File: src/play_pkg.sv
package play_pkg;

    localparam int STEP_CYCLES = 8;
    localparam int DIGIT_STEPS = 4;
    localparam int COUNTDOWN_DIGITS = 3;
    localparam int COUNTDOWN_STEPS = COUNTDOWN_DIGITS * DIGIT_STEPS;
    localparam int QUEUE_DEPTH = 2;

    // Pointer carries one wrap bit above the address
    localparam int QPTR_W = $clog2(QUEUE_DEPTH) + 1;
    localparam int CYCLE_W = $clog2(STEP_CYCLES);

    typedef logic [13:0] score_t;
    typedef logic [7:0] index_t;
    typedef logic [1:0] digit_t;
    typedef logic [QPTR_W-1:0] qptr_t;
    typedef logic [CYCLE_W-1:0] cycle_t;

    // Points per lag
    localparam score_t PTS_EXACT = 14'd10;
    localparam score_t PTS_LATE1 = 14'd8;
    localparam score_t PTS_LATE2 = 14'd5;

    typedef enum logic [1:0] {
        IDLE,
        COUNTDOWN,
        PLAY,
        DONE
    } play_state_e;

    typedef struct packed {
        play_state_e state;
        digit_t digit;
        index_t index;
        logic done;
    } play_status_t;

endpackage

File: src/chart_pkg.sv
package chart_pkg;

    // One-hot keys, bit 0 is C
    typedef logic [6:0] key_t;

    // 00 middle, 01 up, 10 down
    typedef logic [1:0] oct_t;

    typedef struct packed {
        oct_t oct;
        key_t keys;
    } note_t;

    // Bit 0 octave shifted, bits 7..1 keys C..B
    typedef logic [7:0] led_t;

    typedef logic [11:0] half_period_t;

    // Middle C half period in cycles
    localparam half_period_t TONE_BASE = 12'd120;
    localparam half_period_t KEY_STEP = 12'd16;

    function automatic half_period_t note_half_period(input note_t note);
        half_period_t hp;
        hp = '0;
        // Lowest set key wins
        for (int i = 6; i >= 0; i--) begin
            if (note.keys[i]) begin
                hp = TONE_BASE - KEY_STEP * half_period_t'(i);
            end
        end
        if (note.oct == 2'b10) begin
            hp = hp << 1;
        end else if (note.oct == 2'b01) begin
            hp = hp >> 1;
        end
        return hp;
    endfunction

    function automatic led_t note_led(input note_t note);
        led_t pattern;
        pattern[0] = (note.oct != 2'b00) && (note.keys != '0);
        for (int i = 0; i < 7; i++) begin
            pattern[7 - i] = note.keys[i];
        end
        return pattern;
    endfunction

endpackage
File: src/chart_player.sv
`timescale 1ns/1ns

module chart_player (
    input  logic                    prog_clk,
    input  logic                    rst,
    input  logic                    start,
    input  logic                    exit_req,
    input  play_pkg::index_t        note_total,
    input  chart_pkg::note_t        keys_in,
    input  chart_pkg::note_t        note_in,
    input  logic                    note_valid,
    output logic                    credit_ret,
    output play_pkg::play_status_t  status,
    output play_pkg::score_t        score,
    output chart_pkg::led_t         led,
    output logic                    tone
);

    chart_pkg::note_t head;
    play_pkg::index_t step_count;
    logic empty;
    logic pop;
    logic step;
    logic run;
    logic clear;
    logic playing;

    note_queue u_queue (
        .prog_clk   (prog_clk),
        .rst        (rst),
        .note_in    (note_in),
        .note_valid (note_valid),
        .pop        (pop),
        .head       (head),
        .empty      (empty),
        .credit_ret (credit_ret)
    );

    step_timer u_timer (
        .prog_clk   (prog_clk),
        .rst        (rst),
        .run        (run),
        .clear      (clear),
        .step       (step),
        .step_count (step_count)
    );

    play_fsm u_fsm (
        .prog_clk   (prog_clk),
        .rst        (rst),
        .start      (start),
        .exit_req   (exit_req),
        .note_total (note_total),
        .step       (step),
        .step_count (step_count),
        .empty      (empty),
        .pop        (pop),
        .run        (run),
        .clear      (clear),
        .playing    (playing),
        .status     (status)
    );

    score_judge u_judge (
        .prog_clk (prog_clk),
        .rst      (rst),
        .step     (step),
        .playing  (playing),
        .head     (head),
        .keys_in  (keys_in),
        .score    (score)
    );

    note_voice u_voice (
        .prog_clk (prog_clk),
        .rst      (rst),
        .pop      (pop),
        .playing  (playing),
        .head     (head),
        .led      (led),
        .tone     (tone)
    );

endmodule

File: src/note_voice.sv
`timescale 1ns/1ns

module note_voice (
    input  logic              prog_clk,
    input  logic              rst,
    input  logic              pop,
    input  logic              playing,
    input  chart_pkg::note_t  head,
    output chart_pkg::led_t   led,
    output logic              tone
);

    chart_pkg::note_t cur;
    chart_pkg::half_period_t half;
    chart_pkg::half_period_t cnt;
    logic is_rest;
    logic new_note;

    assign is_rest = cur.keys == '0;
    assign half = chart_pkg::note_half_period(cur);
    assign led = chart_pkg::note_led(cur);

    // Repeated notes keep the running wave
    assign new_note = pop && (head != cur);

    always_ff @(posedge prog_clk or posedge rst) begin
        if (rst) begin
            cur <= '0;
        end else if (pop) begin
            cur <= head;
        end else if (!playing) begin
            cur <= '0;
        end
    end

    always_ff @(posedge prog_clk or posedge rst) begin
        if (rst) begin
            cnt <= '0;
            tone <= 1'b0;
        end else if (is_rest) begin
            cnt <= '0;
            tone <= 1'b0;
        end else if (new_note) begin
            cnt <= '0;
        end else if (cnt >= half - 1'b1) begin
            cnt <= '0;
            tone <= ~tone;
        end else begin
            cnt <= cnt + 1'b1;
        end
    end

endmodule

File: src/score_judge.sv
`timescale 1ns/1ns

module score_judge (
    input  logic              prog_clk,
    input  logic              rst,
    input  logic              step,
    input  logic              playing,
    input  chart_pkg::note_t  head,
    input  chart_pkg::note_t  keys_in,
    output play_pkg::score_t  score
);

    // hist1 is the input of the previous step
    chart_pkg::note_t hist1;
    chart_pkg::note_t hist2;
    chart_pkg::note_t hist3;
    play_pkg::score_t award;
    logic playing_q;
    logic play_begin;

    assign play_begin = playing && !playing_q;

    always_comb begin
        award = '0;
        // Rests score nothing
        if (head.keys != '0) begin
            if (head == keys_in || head == hist1) begin
                award = play_pkg::PTS_EXACT;
            end else if (head == hist2) begin
                award = play_pkg::PTS_LATE1;
            end else if (head == hist3) begin
                award = play_pkg::PTS_LATE2;
            end
        end
    end

    always_ff @(posedge prog_clk or posedge rst) begin
        if (rst) begin
            playing_q <= 1'b0;
            hist1 <= '0;
            hist2 <= '0;
            hist3 <= '0;
            score <= '0;
        end else begin
            playing_q <= playing;
            if (play_begin) begin
                hist1 <= '0;
                hist2 <= '0;
                hist3 <= '0;
                score <= '0;
            end else if (step && playing) begin
                score <= score + award;
                hist3 <= hist2;
                hist2 <= hist1;
                hist1 <= keys_in;
            end
        end
    end

endmodule

File: src/play_fsm.sv
`timescale 1ns/1ns

module play_fsm (
    input  logic                    prog_clk,
    input  logic                    rst,
    input  logic                    start,
    input  logic                    exit_req,
    input  play_pkg::index_t        note_total,
    input  logic                    step,
    input  play_pkg::index_t        step_count,
    input  logic                    empty,
    output logic                    pop,
    output logic                    run,
    output logic                    clear,
    output logic                    playing,
    output play_pkg::play_status_t  status
);

    play_pkg::play_state_e state;
    play_pkg::index_t index;
    logic idle_like;
    logic notes_left;
    logic countdown_end;

    assign idle_like = (state == play_pkg::IDLE) || (state == play_pkg::DONE);
    assign notes_left = index != note_total;
    assign countdown_end = step &&
        (step_count == play_pkg::index_t'(play_pkg::COUNTDOWN_STEPS - 1));

    assign run = (state == play_pkg::COUNTDOWN) || (state == play_pkg::PLAY);
    assign playing = state == play_pkg::PLAY;

    // Timer restarts with each new game
    assign clear = start && idle_like && !exit_req;

    // Empty queue at a step gives a rest
    assign pop = playing && step && notes_left && !empty;

    always_ff @(posedge prog_clk or posedge rst) begin
        if (rst) begin
            state <= play_pkg::IDLE;
            index <= '0;
        end else if (exit_req) begin
            state <= play_pkg::IDLE;
        end else begin
            case (state)
                play_pkg::IDLE, play_pkg::DONE: begin
                    if (start) begin
                        state <= play_pkg::COUNTDOWN;
                        index <= '0;
                    end
                end
                play_pkg::COUNTDOWN: begin
                    if (countdown_end) begin
                        state <= play_pkg::PLAY;
                    end
                end
                default: begin
                    if (step && !notes_left) begin
                        state <= play_pkg::DONE;
                    end else if (pop) begin
                        index <= index + 1'b1;
                    end
                end
            endcase
        end
    end

    always_comb begin
        status.state = state;
        status.index = index;
        status.done = state == play_pkg::DONE;
        status.digit = '0;
        // 3, 2, 1 over the countdown
        if (state == play_pkg::COUNTDOWN) begin
            status.digit = play_pkg::digit_t'(play_pkg::COUNTDOWN_DIGITS -
                step_count / play_pkg::DIGIT_STEPS);
        end
    end

endmodule

File: src/step_timer.sv
`timescale 1ns/1ns

module step_timer (
    input  logic              prog_clk,
    input  logic              rst,
    input  logic              run,
    input  logic              clear,
    output logic              step,
    output play_pkg::index_t  step_count
);

    play_pkg::cycle_t cyc;
    logic last_cycle;

    assign last_cycle = cyc == play_pkg::cycle_t'(play_pkg::STEP_CYCLES - 1);

    // Pulse lands in the last cycle of each step
    assign step = run && !clear && last_cycle;

    always_ff @(posedge prog_clk or posedge rst) begin
        if (rst) begin
            cyc <= '0;
            step_count <= '0;
        end else if (clear) begin
            cyc <= '0;
            step_count <= '0;
        end else if (run) begin
            if (last_cycle) begin
                cyc <= '0;
                step_count <= step_count + 1'b1;
            end else begin
                cyc <= cyc + 1'b1;
            end
        end
    end

endmodule

File: src/note_queue.sv
`timescale 1ns/1ns

module note_queue (
    input  logic              prog_clk,
    input  logic              rst,
    input  chart_pkg::note_t  note_in,
    input  logic              note_valid,
    input  logic              pop,
    output chart_pkg::note_t  head,
    output logic              empty,
    output logic              credit_ret
);

    chart_pkg::note_t mem [play_pkg::QUEUE_DEPTH];
    play_pkg::qptr_t wr_ptr;
    play_pkg::qptr_t rd_ptr;
    logic do_pop;

    assign empty = wr_ptr == rd_ptr;
    assign do_pop = pop && !empty;

    // Empty queue reads as a rest
    assign head = empty ? '0 : mem[rd_ptr[play_pkg::QPTR_W-2:0]];

    always_ff @(posedge prog_clk) begin
        if (note_valid) begin
            mem[wr_ptr[play_pkg::QPTR_W-2:0]] <= note_in;
        end
    end

    always_ff @(posedge prog_clk or posedge rst) begin
        if (rst) begin
            wr_ptr <= '0;
            rd_ptr <= '0;
            credit_ret <= 1'b0;
        end else begin
            // Source holds a credit for every push
            if (note_valid) begin
                wr_ptr <= wr_ptr + 1'b1;
            end
            if (do_pop) begin
                rd_ptr <= rd_ptr + 1'b1;
            end
            credit_ret <= do_pop;
        end
    end

endmodule

File: config.mk
export PLATFORM = sky130hd
export DESIGN_NAME = chart_player
export DESIGN_NICKNAME = d
export VERILOG_FILES = /design/src/play_pkg.sv /design/src/chart_pkg.sv /design/src/chart_player.sv /design/src/note_voice.sv /design/src/score_judge.sv /design/src/play_fsm.sv /design/src/step_timer.sv /design/src/note_queue.sv
export SDC_FILE = /design/constraint.sdc
export NUM_CORES = 1
export LEC_CHECK = 0
export BUFFER_PORTS_ARGS = -buffer_cell sky130_fd_sc_hd__buf_4
export CORE_ASPECT_RATIO = 2
export CORE_MARGIN = 2
export CORE_UTILIZATION = 50
export CTS_BUF_LIST = sky130_fd_sc_hd__clkbuf_4 sky130_fd_sc_hd__clkbuf_8
export CTS_CLUSTER_DIAMETER = 60
export DETAILED_ROUTE_END_ITERATION = 7
export GPL_ROUTABILITY_DRIVEN = 0
export PLACE_DENSITY_LB_ADDON = 0.3
export SLEW_MARGIN = 20
export SYNTH_ARGS = -nofsm -noshare
export SYNTH_HDL_FRONTEND = slang
export SYNTH_SLANG_ARGS = --single-unit
File: constraint.sdc
create_clock -name prog_clk -period 3.8 [get_ports prog_clk]
set_input_delay 0.76 -clock prog_clk [delete_from_list [all_inputs] [get_ports prog_clk]]
set_output_delay 0.76 -clock prog_clk [all_outputs]
set_load 0.01 [all_outputs]
After elaboration in Yosys (flattened, before gate mapping). Memories as Yosys holds them, arrays and structs flattened. Cells that the tools add are included.

Output and inout bits: 37. Word-level logic and storage cells: 138. Memories: 1. Input port bits: 31. Flip-flop bits (word level): 90. Bits in writable memories: 18.

Memory list: u_queue.mem (words 2, bits a word 9, rd ports 1, clocked after memory_dff 0, wr ports 1, RTL line note_queue.sv:14) `chart_pkg::note_t mem [play_pkg::QUEUE_DEPTH];`.

$add $sub $neg: 9. Magnitude comparators: 1. Bitwise logic cells: 3. Eq/ne operators: 20. Reduce and logical (&&, ||, !) cells: 37. Mux-type cells: 48.

Operator list (number): $mux 12 (11); $mux 9 (9); $mux 14 (5); $mux 8 (6); $eq 9x9->1 (4); $add 8x1->8 const B (2); $pmux 8 s2 (1); $add 14x14->14 (1); $reduce_bool 7->1 (2); $logic_and 1x1->1 (13); $add 12x1->12 const B (1); $ge 12x12->1 (1); $mux 3 (4); $reduce_bool 2->1 (6); $sub 12x1->12 const B (1); $mux 2 (5); $ne 9x9->1 (1); $eq 8x4->1 const B (1); $ne 8x8->1 (1); $logic_not 7->1 (1); $eq 2x2->1 const B (3); $ne 2x2->1 const B (3); $logic_not 1->1 (5); $mux 1 (5); other kinds (19) (26).

Longest topological paths before layout. Gate-level depths: netlist of the first run.

Word-level depth: 14. Depth in mapped cells: 20.

Modules after synthesis. A second synthesis of the first run with hierarchy kept.

Cells, all modules: 608. Area total of the unflattened synthesis: 6277.3 sq um.

By module, submodules not included: score_judge (times used 1, area an instance 2249.7 sq um, sequential area each 1051.0 sq um, cells an instance 207); note_voice (times used 1, area an instance 1686.6 sq um, sequential area each 550.5 sq um, cells an instance 188); note_queue (times used 1, area an instance 923.4 sq um, sequential area each 665.6 sq um, cells an instance 60); play_fsm (times used 1, area an instance 849.6 sq um, sequential area each 250.2 sq um, cells an instance 96); step_timer (times used 1, area an instance 568.0 sq um, sequential area each 275.3 sq um, cells an instance 57).

Least setup slack after synthesis of the first run. OpenSTA, ideal clock, no wires.

Kind: flip-flop to flip-flop. Start point: register u_voice.cur (netlist bit u_voice.led[5]). End point: register u_voice.tone. Arrival time: 3.552 ns. Data required time: 3.722 ns. Cell stages (with the launch flop): 18. Slack: 0.170 ns. Clock period less this slack: 3.630 ns. Buffers on the path: 2. Cells stage by stage: dfrtp_1 -> buf_6 -> or4_1 -> buf_2 -> nor4_4 -> a21oi_1 -> mux2i_1 -> ha_1 -> o221ai_2 -> o311ai_1 -> o211ai_1 -> ha_1 -> o21a_1 -> nor2_1 -> o31ai_1 -> inv_1 -> or3_1 -> a21oi_1.

Longest elaborated chain between the ends: 9. Elaborated cells between the ends (all ways): 14. Those cells by class: add/sub (1); order compare (1); eq/ne (2); mux (6); reduce/logical (4).

Ends and longest elaborated chain: start: declaration (RTL line note_voice.sv:13) `chart_pkg::note_t cur;`; start signal: assignment (RTL line note_voice.sv:28) `cur <= '0;`; start signal: assignment (RTL line note_voice.sv:30) `cur <= head;`; start signal: assignment (RTL line note_voice.sv:32) `cur <= '0;`; $mux 12 (3 in series) (RTL line chart_pkg.sv:28) `if (note.keys[i]) begin`; $mux 12 (RTL line chart_pkg.sv:34) `end else if (note.oct == 2'b01) begin`; $mux 12 (RTL line chart_pkg.sv:32) `if (note.oct == 2'b10) begin`; $sub 12x1->12 (RTL line note_voice.sv:45) `end else if (cnt >= half - 1'b1) begin`; $ge 12x12->1 (RTL line note_voice.sv:45); $reduce_bool 2->1 (no source line); $reduce_and 2->1 (no source line); end signal: assignment (RTL line note_voice.sv:47) `tone <= ~tone;`; end: declaration (RTL line note_voice.sv:10) `output logic tone`.

Several ways; a longest one is shown, not always the timed one. A chain may end at the register's enable or synchronous reset.

Worst setup path in the final report of the first run.
Start point: register u_voice.cur (netlist bit u_voice.led[7]). End point: register u_voice.tone.

Longest elaborated chain between the ends: 7. Elaborated cells between the ends (all ways): 12. Those cells by class: add/sub (1); order compare (1); eq/ne (2); mux (4); reduce/logical (4).

Ends and longest elaborated chain (RTL line): $mux 12 (chart_pkg.sv:28); $mux 12 (chart_pkg.sv:34); $mux 12 (chart_pkg.sv:32); $sub 12x1->12 (note_voice.sv:45); $ge 12x12->1 (note_voice.sv:45); $reduce_bool 2->1 (no source line); $reduce_and 2->1 (no source line).

Several ways; a longest one is shown, not always the timed one.

==> metrics.md, run 1 <==
| Metric | Value |
|---|---|
| Primary FF master, synth | dfrtp_1 |
| Root buffer cell | clkbuf_8 |
| Met3 wire length | 614 um |
| DRC | 0 |
| Critical Path Fanout Max | 5 |
| Layout net count | 763 |
| Max Fclk | 0.259 GHz |
| Yosys warning total | 0 |
| Max-slew violations | 0 |
| Part of the cycle the worst path needs | 102% |
| Pwr Density | 488 mW/mm^2 |
| Delay-heaviest family, CP | simple AND/OR/NAND/NOR gates |
| Status | finished, violations left |
| Post-synth EDFFs | 18 |
| Max-Cap Viols | 0 |
| Die area | 0.0135 mm^2 |
| Core Region | 0.0124 mm^2 |
| Row cnt | 58 |
| Most frequent cells in the layout | 109 x buf_4, 89 x dfrtp_1, 63 x xor2_1 |
| ANT cells | 0 |
| Critical-path top delay cell | or4_4 |
| Initial Util | 50.6% |
| Skew final | 0.0161 ns |
| First-pass GRT wire length | 24,500 um |
| Failing checks | negative setup slack |
| Grt total ovfl | 0 |
| Share of the synthesized area in the top cell type | 35.9% |
| Ys async rst share | 83.3% |
| Syn avg cell area | 10.1 um^2 |
| Crit start category | register |
| Synth Instances | 619 |
| Setup WS post-layout | -0.0682 ns |
| Clk_lat worst skew | 0.38 ns |
| Worst EP required | 4.11 ns |
| Post-route setup TNS | -0.0688 ns |
| Vias in the first global route | 4,959 |
| DRT iter0 DRCs | 375 |
| DR WL/cell | 17.3 um |
| Crit path DAT | 4.17 ns |
| Clock transition at path regs | 0.11 ns |
| PortBufs | 67 |
| Util after Layout | 61.1% |
| Post-Route WL | 14,900 um |
| All-layer global routing usage | 22.2% |
| Wl on met1 | 6400 um |
| CTS tree | yes |
| Total CTS buffers | 9 |
| Critical path's largest stage delay | 0.56 ns |
| Worst Tran Pin Value | 0.851 ns |
| Buffer depth of the longest clock path | 2 |
| Cell area after synthesis | 0.00628 mm^2 |
| Initial antenna violation count | 0 |
| CP bufs+invs | 1 |
| Fraction of the yosys area taken by sequential cells | 44.5% |
| Routed Antenna Nets | 0 |
| Tmin final | 3.87 ns |
| Met2 Wirelength | 7490 um |
| RSZ-0062 raised after global routing | true |
| Chip Width | 83.2 um |
| First drt pass iteration count | 5 |
| #FFs+latches synth | 108 |
| Cts hold-fix bufs | 0 |
| Via density | 5.96 |
| Die H | 162 um |
| Synth Net Count | 674 |
| Syn-to-layout area delta | 20.7% |
| Top sig layer | met4 |
| Peak supply drop | 0.399 mV |
| Synth cell types | 69 |
| Power, Total | 3700 uW |
| Most common cell after layout, fill and taps aside | buf_4 |
| Slew HR | 42.7% |
| Final Setup Violations | 2 |
| CP cell instances | or4_4, nor4_4, a21oi_1, mux2i_1, ha_2, o221ai_4, o311ai_2, o211ai_1, ha_1, o21a_1, nor2_2, o31ai_4, inv_1, or3_1, a21oi_2 |
| Boundary Pins | 68 |
| Hold Vio Cnt, Final | 0 |
| # clock sinks | 108 |
| Cell accounting for the most synthesized area | dfrtp_1 |
| HPWL after detailed placement | 10,800 um |
| Hold WS | 0.412 ns |
| Worst Setup End Kind | register |
| LEAKAGE | 0.00362 uW |
| H-tree depth | 3 |
| Hold Crit Class | in2async |
| Layout cells sized above 1 | 24.1% |
| Largest net degree at the start of global routing | 34 |
| Vias | 5,140 |
| Path type of the worst setup path | reg2reg |
| Area contributors post-synth | dfrtp_1 36%, xor2_1 8.8%, edfxtp_1 8.6% |
cells in the mapped netlist (14+ instances only):
cell type,instances
o21ai_0,20
xor2_1,63
nor2b_1,19
nand3_1,28
xnor2_1,17
nand2_1,25
edfxtp_1,18
a21oi_1,24
inv_1,20
dfrtp_1,90
nor2_1,57
ha_1,23
nand4_1,14
a22o_1,31
clkbuf_1,14
power breakdown:
part	switching (uW)	leakage, uW	internal (uW)
Sequential	99.3	0.00141	1280
Clock	417	0.000125	450
Combinational	856	0.00209	601
repair_timing:
item	4_1_cts	5_1_grt
hold endpoints to repair	0	0
pin swaps	0	10
endpoints found under the setup margin	12	23
gates resized for setup	4	33
setup buffers	0	3
gates cloned	0	1
flip-flops by register name, summed over array words and instances (netlist names), 8 cells and up:
name	count
u_fsm.index	8
u_judge.hist1	9
u_judge.hist2	9
u_judge.hist3	9
u_judge.score	14
u_queue.mem	18
u_timer.step_count	8
u_voice.cnt	12
layer usage:
metal / vias up / GRT usage, %
li1: 2420 / -
met1: 2511 / 29.8
met2: 161 / 36.1
met3: 48 / 3.14
met4: 0 / 9.69
met5: - / 0
per-stage QoR:
stage               setup WS (ns)  instance area, um^2  cells
floorplan                   0.170                 6280    619
global placement           0.0339                 7110    843
detailed placement         -0.148                 7110    843
CTS                      -0.00273                 7390    859
global route               -0.257                 7580    863
finish                    -0.0682                 7580    863
area by class of cell:
class	count	area, um^2
clock buffers	9	124
clock inverters	7	134
fillers	1050	4830
inverters	22	83.8
multi-input cells	457	3420
flip-flops and latches	108	2790
well taps	150	188
repair buffers	110	838
worst paths after layout:
check                                      startpoint  slack, ns                       endpoint  cells past startpoint
max reg2reg                u_voice.led[7]$_DFFE_PP0P_      -0.07       u_voice.tone$_DFFE_PP0P_                     15
min                                               rst       0.41     u_timer.cyc[1]$_DFFE_PP0P_                      2
min in group prog_clk        u_voice.cnt[0]$_DFF_PP0_       0.46       u_voice.cnt[0]$_DFF_PP0_                      1
max                        u_voice.led[7]$_DFFE_PP0P_      -0.07       u_voice.tone$_DFFE_PP0P_                     15
max in group asynchronous                         rst       2.55  u_queue.rd_ptr[1]$_DFFE_PP0P_                      3
min reg2reg                  u_voice.cnt[0]$_DFF_PP0_       0.46       u_voice.cnt[0]$_DFF_PP0_                      1
cell families (layout without fill, tap and decap cells):
kind of cell	Yosys count	in the layout	share of synthesized area (%)
buffers and inverters	55	148	4.08
adders and majority gates	24	24	4.90
muxes	9	9	1.43
and+or+nand+nor	201	202	16.5
DFF	108	108	44.5
AOI/OAI and AO/OA	140	140	16.8
xor gates and xnor gates	82	82	11.9
Power figures use the tool's default switching activity.
==> run 2: changes to the inputs <==
ABC_AREA = 1   (was unset)
CORE_UTILIZATION = 40   (was 50)
==> run 2 against run 1 <==
  * The flow now finishes without violations
  * Non-clock buffer count decreased by 36
  * Clock-buffer cell count unchanged
  * Synthesized cell count increased by 18%
  * Total power decreased by 1.3%
  * Sequential share of layout area increased by 3.2 points
  * Via count decreased by 0.66%
  * Global-route usage decreased by 4.4 points
  * Flip-flop and latch count unchanged
  * Clock skew decreased by 0.0043 ns
  * Largest cell class unchanged
  * Largest power group unchanged
==> metrics.md, run 2 <==
| Metric | Value |
|---|---|
| Status | finished, final reports clean |
| Root buffer cell | clkbuf_8 |
| R2R setup slack | 0.45 ns |
| Peak supply drop | 0.221 mV |
| Worst Tran Pin Value | 0.772 ns |
| R2r worst-path depth | 21 |
| Syn-to-layout area delta | 14.0% |
| Buffer depth of the longest clock path | 2 |
| Via density | 5.13 |
| Cell area after synthesis | 0.00612 mm^2 |
| Most frequent cells in the layout | 145 x nand2_1, 94 x inv_1, 89 x dfrtp_1 |
| Largest net degree at the start of global routing | 39 |
| CTS tree | yes |
| Vias | 5,106 |
| DRC | 0 |
| Max-Cap Viols | 0 |
| First-pass GRT wire length | 23,500 um |
| Most common cell after layout, fill and taps aside | nand2_1 |
| Yosys warning total | 0 |
| M3 GR Usage | 2.48% |
| Final Setup Violations | 0 |
| Reg-to-reg endpoint | u_judge.score[13]$_DFFE_PP0P_ |
| Synth Instances | 730 |
| Post-Route WL | 13,900 um |
| Clock power share | 19.3% |
| Path type of the worst setup path | reg2reg |
| Synth Net Count | 785 |
| Power Internal | 2090 uW |
| Post-synth EDFFs | 18 |
| Sequential Power Share | 39.2% |
| CP Launch Point | u_queue.rd_ptr[0]$_DFFE_PP0P_ |
| Vias in the first global route | 4,918 |
| Number of flip-flops in the largest register | 18 |
| Routed Antenna Nets | 0 |
| # clock sinks | 108 |
| Slew HR | 48.3% |
| Initial Util | 40.4% |
| Sw frac | 42.8% |
| Critical Path Fanout Max | 11 |
| Die H | 179 um |
| Most frequent cell after synthesis | nand2_1 |
| Cell accounting for the most synthesized area | dfrtp_1 |
| Area contributors post-synth | dfrtp_1 37%, nand2_1 8.9%, edfxtp_1 8.8% |
| Post-Layout Cell Count | 995 |
| Hold Crit Class | in2async |
| Pwr Density | 523 mW/mm^2 |
| H-tree depth | 3 |
| Grt total ovfl | 0 |
| Post-route setup TNS | 0 ns |
| Die area | 0.0164 mm^2 |
| HPWL after detailed placement | 10,500 um |
| Gr busiest metal | met2 |
| PortBufs | 67 |
| First drt pass iteration count | 5 |
| RSZ-0062 raised after global routing | false |
| Worst r2r src | u_queue.rd_ptr[0]$_DFFE_PP0P_ |
| Total CTS buffers | 9 |
| #FFs+latches synth | 108 |
| Syn avg cell area | 8.38 um^2 |
| DR WL/cell | 14.0 um |
| Fill cells | 1,510 |
| Grt met2 use | 31.3% |
| Worst EP required | 4.07 ns |
| Core Region | 0.0151 mm^2 |
| Primary FF master, synth | dfrtp_1 |
| Register area | 0.00279 mm^2 |
| Max-slew violations | 0 |
| Worst Setup End Kind | register |
| Crit path DAT | 3.62 ns |
| Critical path endpoint | u_judge.score[13]$_DFFE_PP0P_ |
| Switch Pwr | 1560 uW |
| Area taken by multi-input logic gates | 0.00282 mm^2 |
| Placed cell count | 979 |
| Max Fclk | 0.299 GHz |
| LEAKAGE | 0.00334 uW |
| Post-CTS setup buffer count | 0 |
| DRT iter0 DRCs | 271 |
| Ys async rst share | 83.3% |
| Synth cell types | 42 |
| Chip Width | 91.5 um |
| Layout cells sized above 1 | 15.2% |
| All-layer global routing usage | 17.8% |
| Fraction of the yosys area taken by sequential cells | 45.6% |
| Hold Vio Cnt, Final | 0 |
| Part of the cycle the worst path needs | 88.1% |
| Share of the synthesized area in the top cell type | 36.8% |
| Crit start category | register |
| Layout net count | 847 |
| ANT cells | 0 |
| Row cnt | 64 |
| Met1 usage | 22.4% |
| Boundary Pins | 68 |
| Tmin final | 3.35 ns |
| Clk_lat worst skew | 0.38 ns |
| Clock transition at path regs | 0.11 ns |
| Skew final | 0.0117 ns |
| Combinational power share | 41.5% |
| Initial antenna violation count | 0 |
| Top cells by count, synth | 145 x nand2_1, 95 x inv_1, 90 x dfrtp_1 |
run 2: stage by stage:
step,cell area [um^2],setup WS [ns],util (%),power (uW),hold WS [ns]
after floorplan,6120,0.705,-,2580,0.435
after global placement,6780,0.432,44.8,2930,0.455
after detailed placement,6780,0.329,44.8,2960,0.458
after CTS,6970,0.316,46.0,3670,0.466
after global routing,6980,0.0737,46.1,3930,0.487
final,6980,0.454,46.1,3650,0.446
run 2: kinds of logic (layout without fill, tap and decap cells):
kind of cell,Yosys count,count (layout),synth area share (%)
AO/OA/AOI/OAI,97,97,9.06
flip-flops,108,108,45.6
adder cells (fa/ha/maj),24,24,5.03
XOR/XNOR,50,50,7.15
buffers and inverters,120,187,8.38
AND/OR/NAND/NOR,331,331,24.8
run 2: how the worst min path moves through the flow:
stage	to	slack, ns	cells past startpoint
final	u_judge.score[7]$_DFFE_PP0P_	0.45	2
after global placement	u_voice.cnt[0]$_DFF_PP0_	0.46	1
after detailed placement	u_voice.cnt[0]$_DFF_PP0_	0.46	1
after global routing	u_voice.cnt[0]$_DFF_PP0_	0.49	1
after CTS	u_judge.score[6]$_DFFE_PP0P_	0.47	2
after floorplan	u_voice.cnt[0]$_DFF_PP0_	0.44	1
run 2: metal layers:
metal  wire [um]  part of all wire, %
met5           0                    0
met4         213                  1.5
met1        6040                   43
met2        7060                   51
met3         573                  4.1
run 2: timing repair:
| item | 4_1_cts | 5_1_grt |
|---|---|---|
| hold buffers | 0 | 0 |
| resized for setup | 0 | 2 |
| setup endpoints to repair | 0 | 2 |
run 2: power groups by stage:
stage	clock [uW]	sequential, uW	combinational [uW]
floorplan	0	1430	1150
global placement	0	1450	1480
detailed placement	0	1450	1500
CTS	722	1430	1510
global route	768	1450	1710
finish	703	1430	1520
run 2: area by class of cell:
cell class	count	share of cell area [%]
clock buffers	9	1.78
inverters	97	5.24
repair buffers	74	7.96
well taps	198	3.55
multi-input cells	502	40.5
clock inverters	7	0.951
flip-flops and latches	108	40.0
run 2: critical path, cell delays in order, from the launching register on:
cell and delay, ns:
dfrtp_2 0.50, inv_1 0.09, buf_4 0.17, nand2_1 0.06, nand2_1 0.18, nand2_4 0.12, xor2_1 0.15, nand3_1 0.09
nor2_1 0.12, nand3_1 0.10, nand3_1 0.11, nor2_1 0.08, ha_1 0.35, nand3_1 0.10, nand2_1 0.09, nand2_1 0.07
a21oi_1 0.25, nand2_1 0.11, nor2_1 0.17, nand3_1 0.11, o21ai_0 0.15, a21oi_1 0.05
==> run 3: changes to the inputs <==
CELL_PAD_IN_SITES_DETAIL_PLACEMENT = 2   (was unset)
CELL_PAD_IN_SITES_GLOBAL_PLACEMENT = 2   (was unset)
CORE_UTILIZATION = 33   (was 40)
==> run 3 against run 2 <==
  * Total power up 5.2%
  * Non-clock buffer count rose by 1
  * Maximum frequency down 6.2%
  * Critical path type unchanged
  * Largest cell class unchanged
  * Largest power group unchanged
==> metrics.md, run 3 (same netlist as run 2, synthesis figures left out) <==
| Metric | Value |
|---|---|
| Status | finished, final reports clean |
| Post-Layout Cell Count | 1,014 |
| CP cell instances | inv_1, nand2_1, nand2_2, nand2_8, nand2_8, xor2_2, nand2_1, nor2_1, nand3_1, nand3_1, nor2_1, ha_1, nand3_1, nand2_1, nand2_1, a21oi_2, nand2_1, nor2_2, nand3_1, o21ai_0, a21oi_1 |
| Critical-path top delay cell | dfrtp_2 |
| R2r worst-path depth | 21 |
| Initial Util | 33.6% |
| Die area | 0.0197 mm^2 |
| Clk_lat worst skew | 0.40 ns |
| Power, Total | 3840 uW |
| Buffer depth of the longest clock path | 2 |
| H-tree depth | 3 |
| Initial antenna violation count | 0 |
| Layout cells sized above 1 | 16.2% |
| Worst EP required | 4.09 ns |
| Clock transition at path regs | 0.11 ns |
| Chip Width | 100 um |
| Final Setup Violations | 0 |
| Skew final | 0.0153 ns |
| Syn-to-layout area delta | 15.4% |
| Critical Path Fanout Max | 22 |
| Clock power share | 17.8% |
| Critical path endpoint | u_judge.score[13]$_DFFE_PP0P_ |
| Root buffer cell | clkbuf_8 |
| DRC | 0 |
| All-layer global routing usage | 21.4% |
| Peak supply drop | 0.522 mV |
| Pwr Density | 544 mW/mm^2 |
| Number of flip-flops in the largest register | 18 |
| First drt pass iteration count | 4 |
| # clock sinks | 108 |
| Largest net degree at the start of global routing | 36 |
| Combinational power share | 44.6% |
| Most common cell after layout, fill and taps aside | nand2_1 |
| Sequential Power Share | 37.5% |
| DRT iter0 DRCs | 128 |
| Post-CTS setup buffer count | 0 |
| Cell mode on critical path | nand2_1 |
| Worst Setup End Kind | register |
| Reg-to-reg endpoint | u_judge.score[13]$_DFFE_PP0P_ |
| Post-Route WL | 20,100 um |
| PortBufs | 67 |
| Fill cells | 2,134 |
| Vias | 5,327 |
| Routed Antenna Nets | 0 |
| CTS tree | yes |
| DR WL/cell | 19.8 um |
| Most frequent cells in the layout | 142 x nand2_1, 94 x inv_1, 89 x dfrtp_1 |
| Tmin final | 3.57 ns |
| Setup WS post-layout | 0.232 ns |
| Boundary Pins | 68 |
| Worst r2r src | u_queue.rd_ptr[0]$_DFFE_PP0P_ |
| ANT cells | 0 |
| Slew HR | 45.2% |
| Max Fclk | 0.280 GHz |
| Area taken by multi-input logic gates | 0.00289 mm^2 |
| Register area | 0.00279 mm^2 |
| First-pass GRT wire length | 32,600 um |
| RSZ-0062 raised after global routing | true |
| Sw frac | 45.3% |
| Path type of the worst setup path | reg2reg |
| Hold WS | 0.386 ns |
| Power Internal | 2100 uW |
| Crit start category | register |
| Core Region | 0.0182 mm^2 |
| Crit path DAT | 3.86 ns |
| Via density | 5.25 |
| Row cnt | 70 |
| Place WS | -0.0994 ns |
| HPWL after detailed placement | 16,000 um |
| Worst Tran Pin Value | 0.819 ns |
| CP Launch Point | u_queue.rd_ptr[0]$_DFFE_PP0P_ |
| Vias in the first global route | 6,250 |
| Total CTS buffers | 9 |
| Die H | 197 um |
| Critical path's largest stage delay | 0.50 ns |
| Switch Pwr | 1740 uW |
| Max-Cap Viols | 0 |
| R2R setup slack | 0.23 ns |
| Placed cell count | 998 |
| Max-slew violations | 0 |
| Grt total ovfl | 0 |
| Layout net count | 848 |
| Hold Crit Class | in2async |
| Part of the cycle the worst path needs | 93.9% |
| Hold Vio Cnt, Final | 0 |
| LEAKAGE | 0.00335 uW |
run 3: cell type report:
class | instances | share of cell area [%]
clock inverters | 7 | 0.886
flip-flops and latches | 108 | 39.6
multi-input cells | 502 | 40.8
repair buffers | 75 | 7.97
well taps | 216 | 3.83
inverters | 97 | 5.17
clock buffers | 9 | 1.75
run 3: power groups by stage:
stage               combinational [uW]  sequential [uW]  clock, uW
floorplan                         1150             1430          0
global placement                  1570             1460          0
detailed placement                1650             1470          0
CTS                               1680             1450        712
global route                      1890             1460        751
finish                            1710             1440        684
run 3: worst min path at each step:
stage	endpoint	startpoint
final	u_fsm.index[0]$_DFFE_PP0P_	rst
after global placement	u_voice.cnt[0]$_DFF_PP0_	u_voice.cnt[0]$_DFF_PP0_
after global routing	u_fsm.index[0]$_DFFE_PP0P_	rst
after CTS	u_fsm.index[0]$_DFFE_PP0P_	rst
after floorplan	u_voice.cnt[0]$_DFF_PP0_	u_voice.cnt[0]$_DFF_PP0_
after detailed placement	u_voice.cnt[0]$_DFF_PP0_	u_voice.cnt[0]$_DFF_PP0_
run 3: repair_timing:
| item | in CTS | in global routing |
|---|---|---|
| gates resized for setup | 2 | 12 |
| pin swaps | 0 | 1 |
| hold buffers | 0 | 0 |
| setup endpoints to repair | 1 | 14 |
run 3: stage by stage:
| stage | setup TNS, ns | instance area (um^2) | util [%] |
|---|---|---|---|
| final | 0 | 7060 | 38.8 |
| after detailed placement | -0.0994 | 6810 | 37.4 |
| after CTS | 0 | 7000 | 38.4 |
| after global routing | -0.0186 | 7060 | 38.8 |
| after floorplan | 0 | 6120 | - |
| after global placement | 0 | 6810 | 37.4 |
run 3: routing by layer:
| layer | global-route usage (%) | vias up | part of all wire, % |
|---|---|---|---|
| met2 | 42.8 | 92 | 59 |
| met4 | 11.4 | 0 | 5.0 |
| li1 | - | 2506 | - |
| met1 | 19.8 | 2686 | 33 |
| met5 | 0 | - | 0 |
| met3 | 3.05 | 43 | 2.5 |
run 3: worst max-delay path, delay by kind of cell, from the launching register on:
| family | cells | cell delay, ns |
|---|---|---|
| compound gates | 3 | 0.48 |
| xor+xnor | 1 | 0.24 |
| fa+ha+maj | 1 | 0.35 |
| buf+inv | 1 | 0.12 |
| flops | 1 | 0.50 |
| simple gates | 15 | 1.76 |
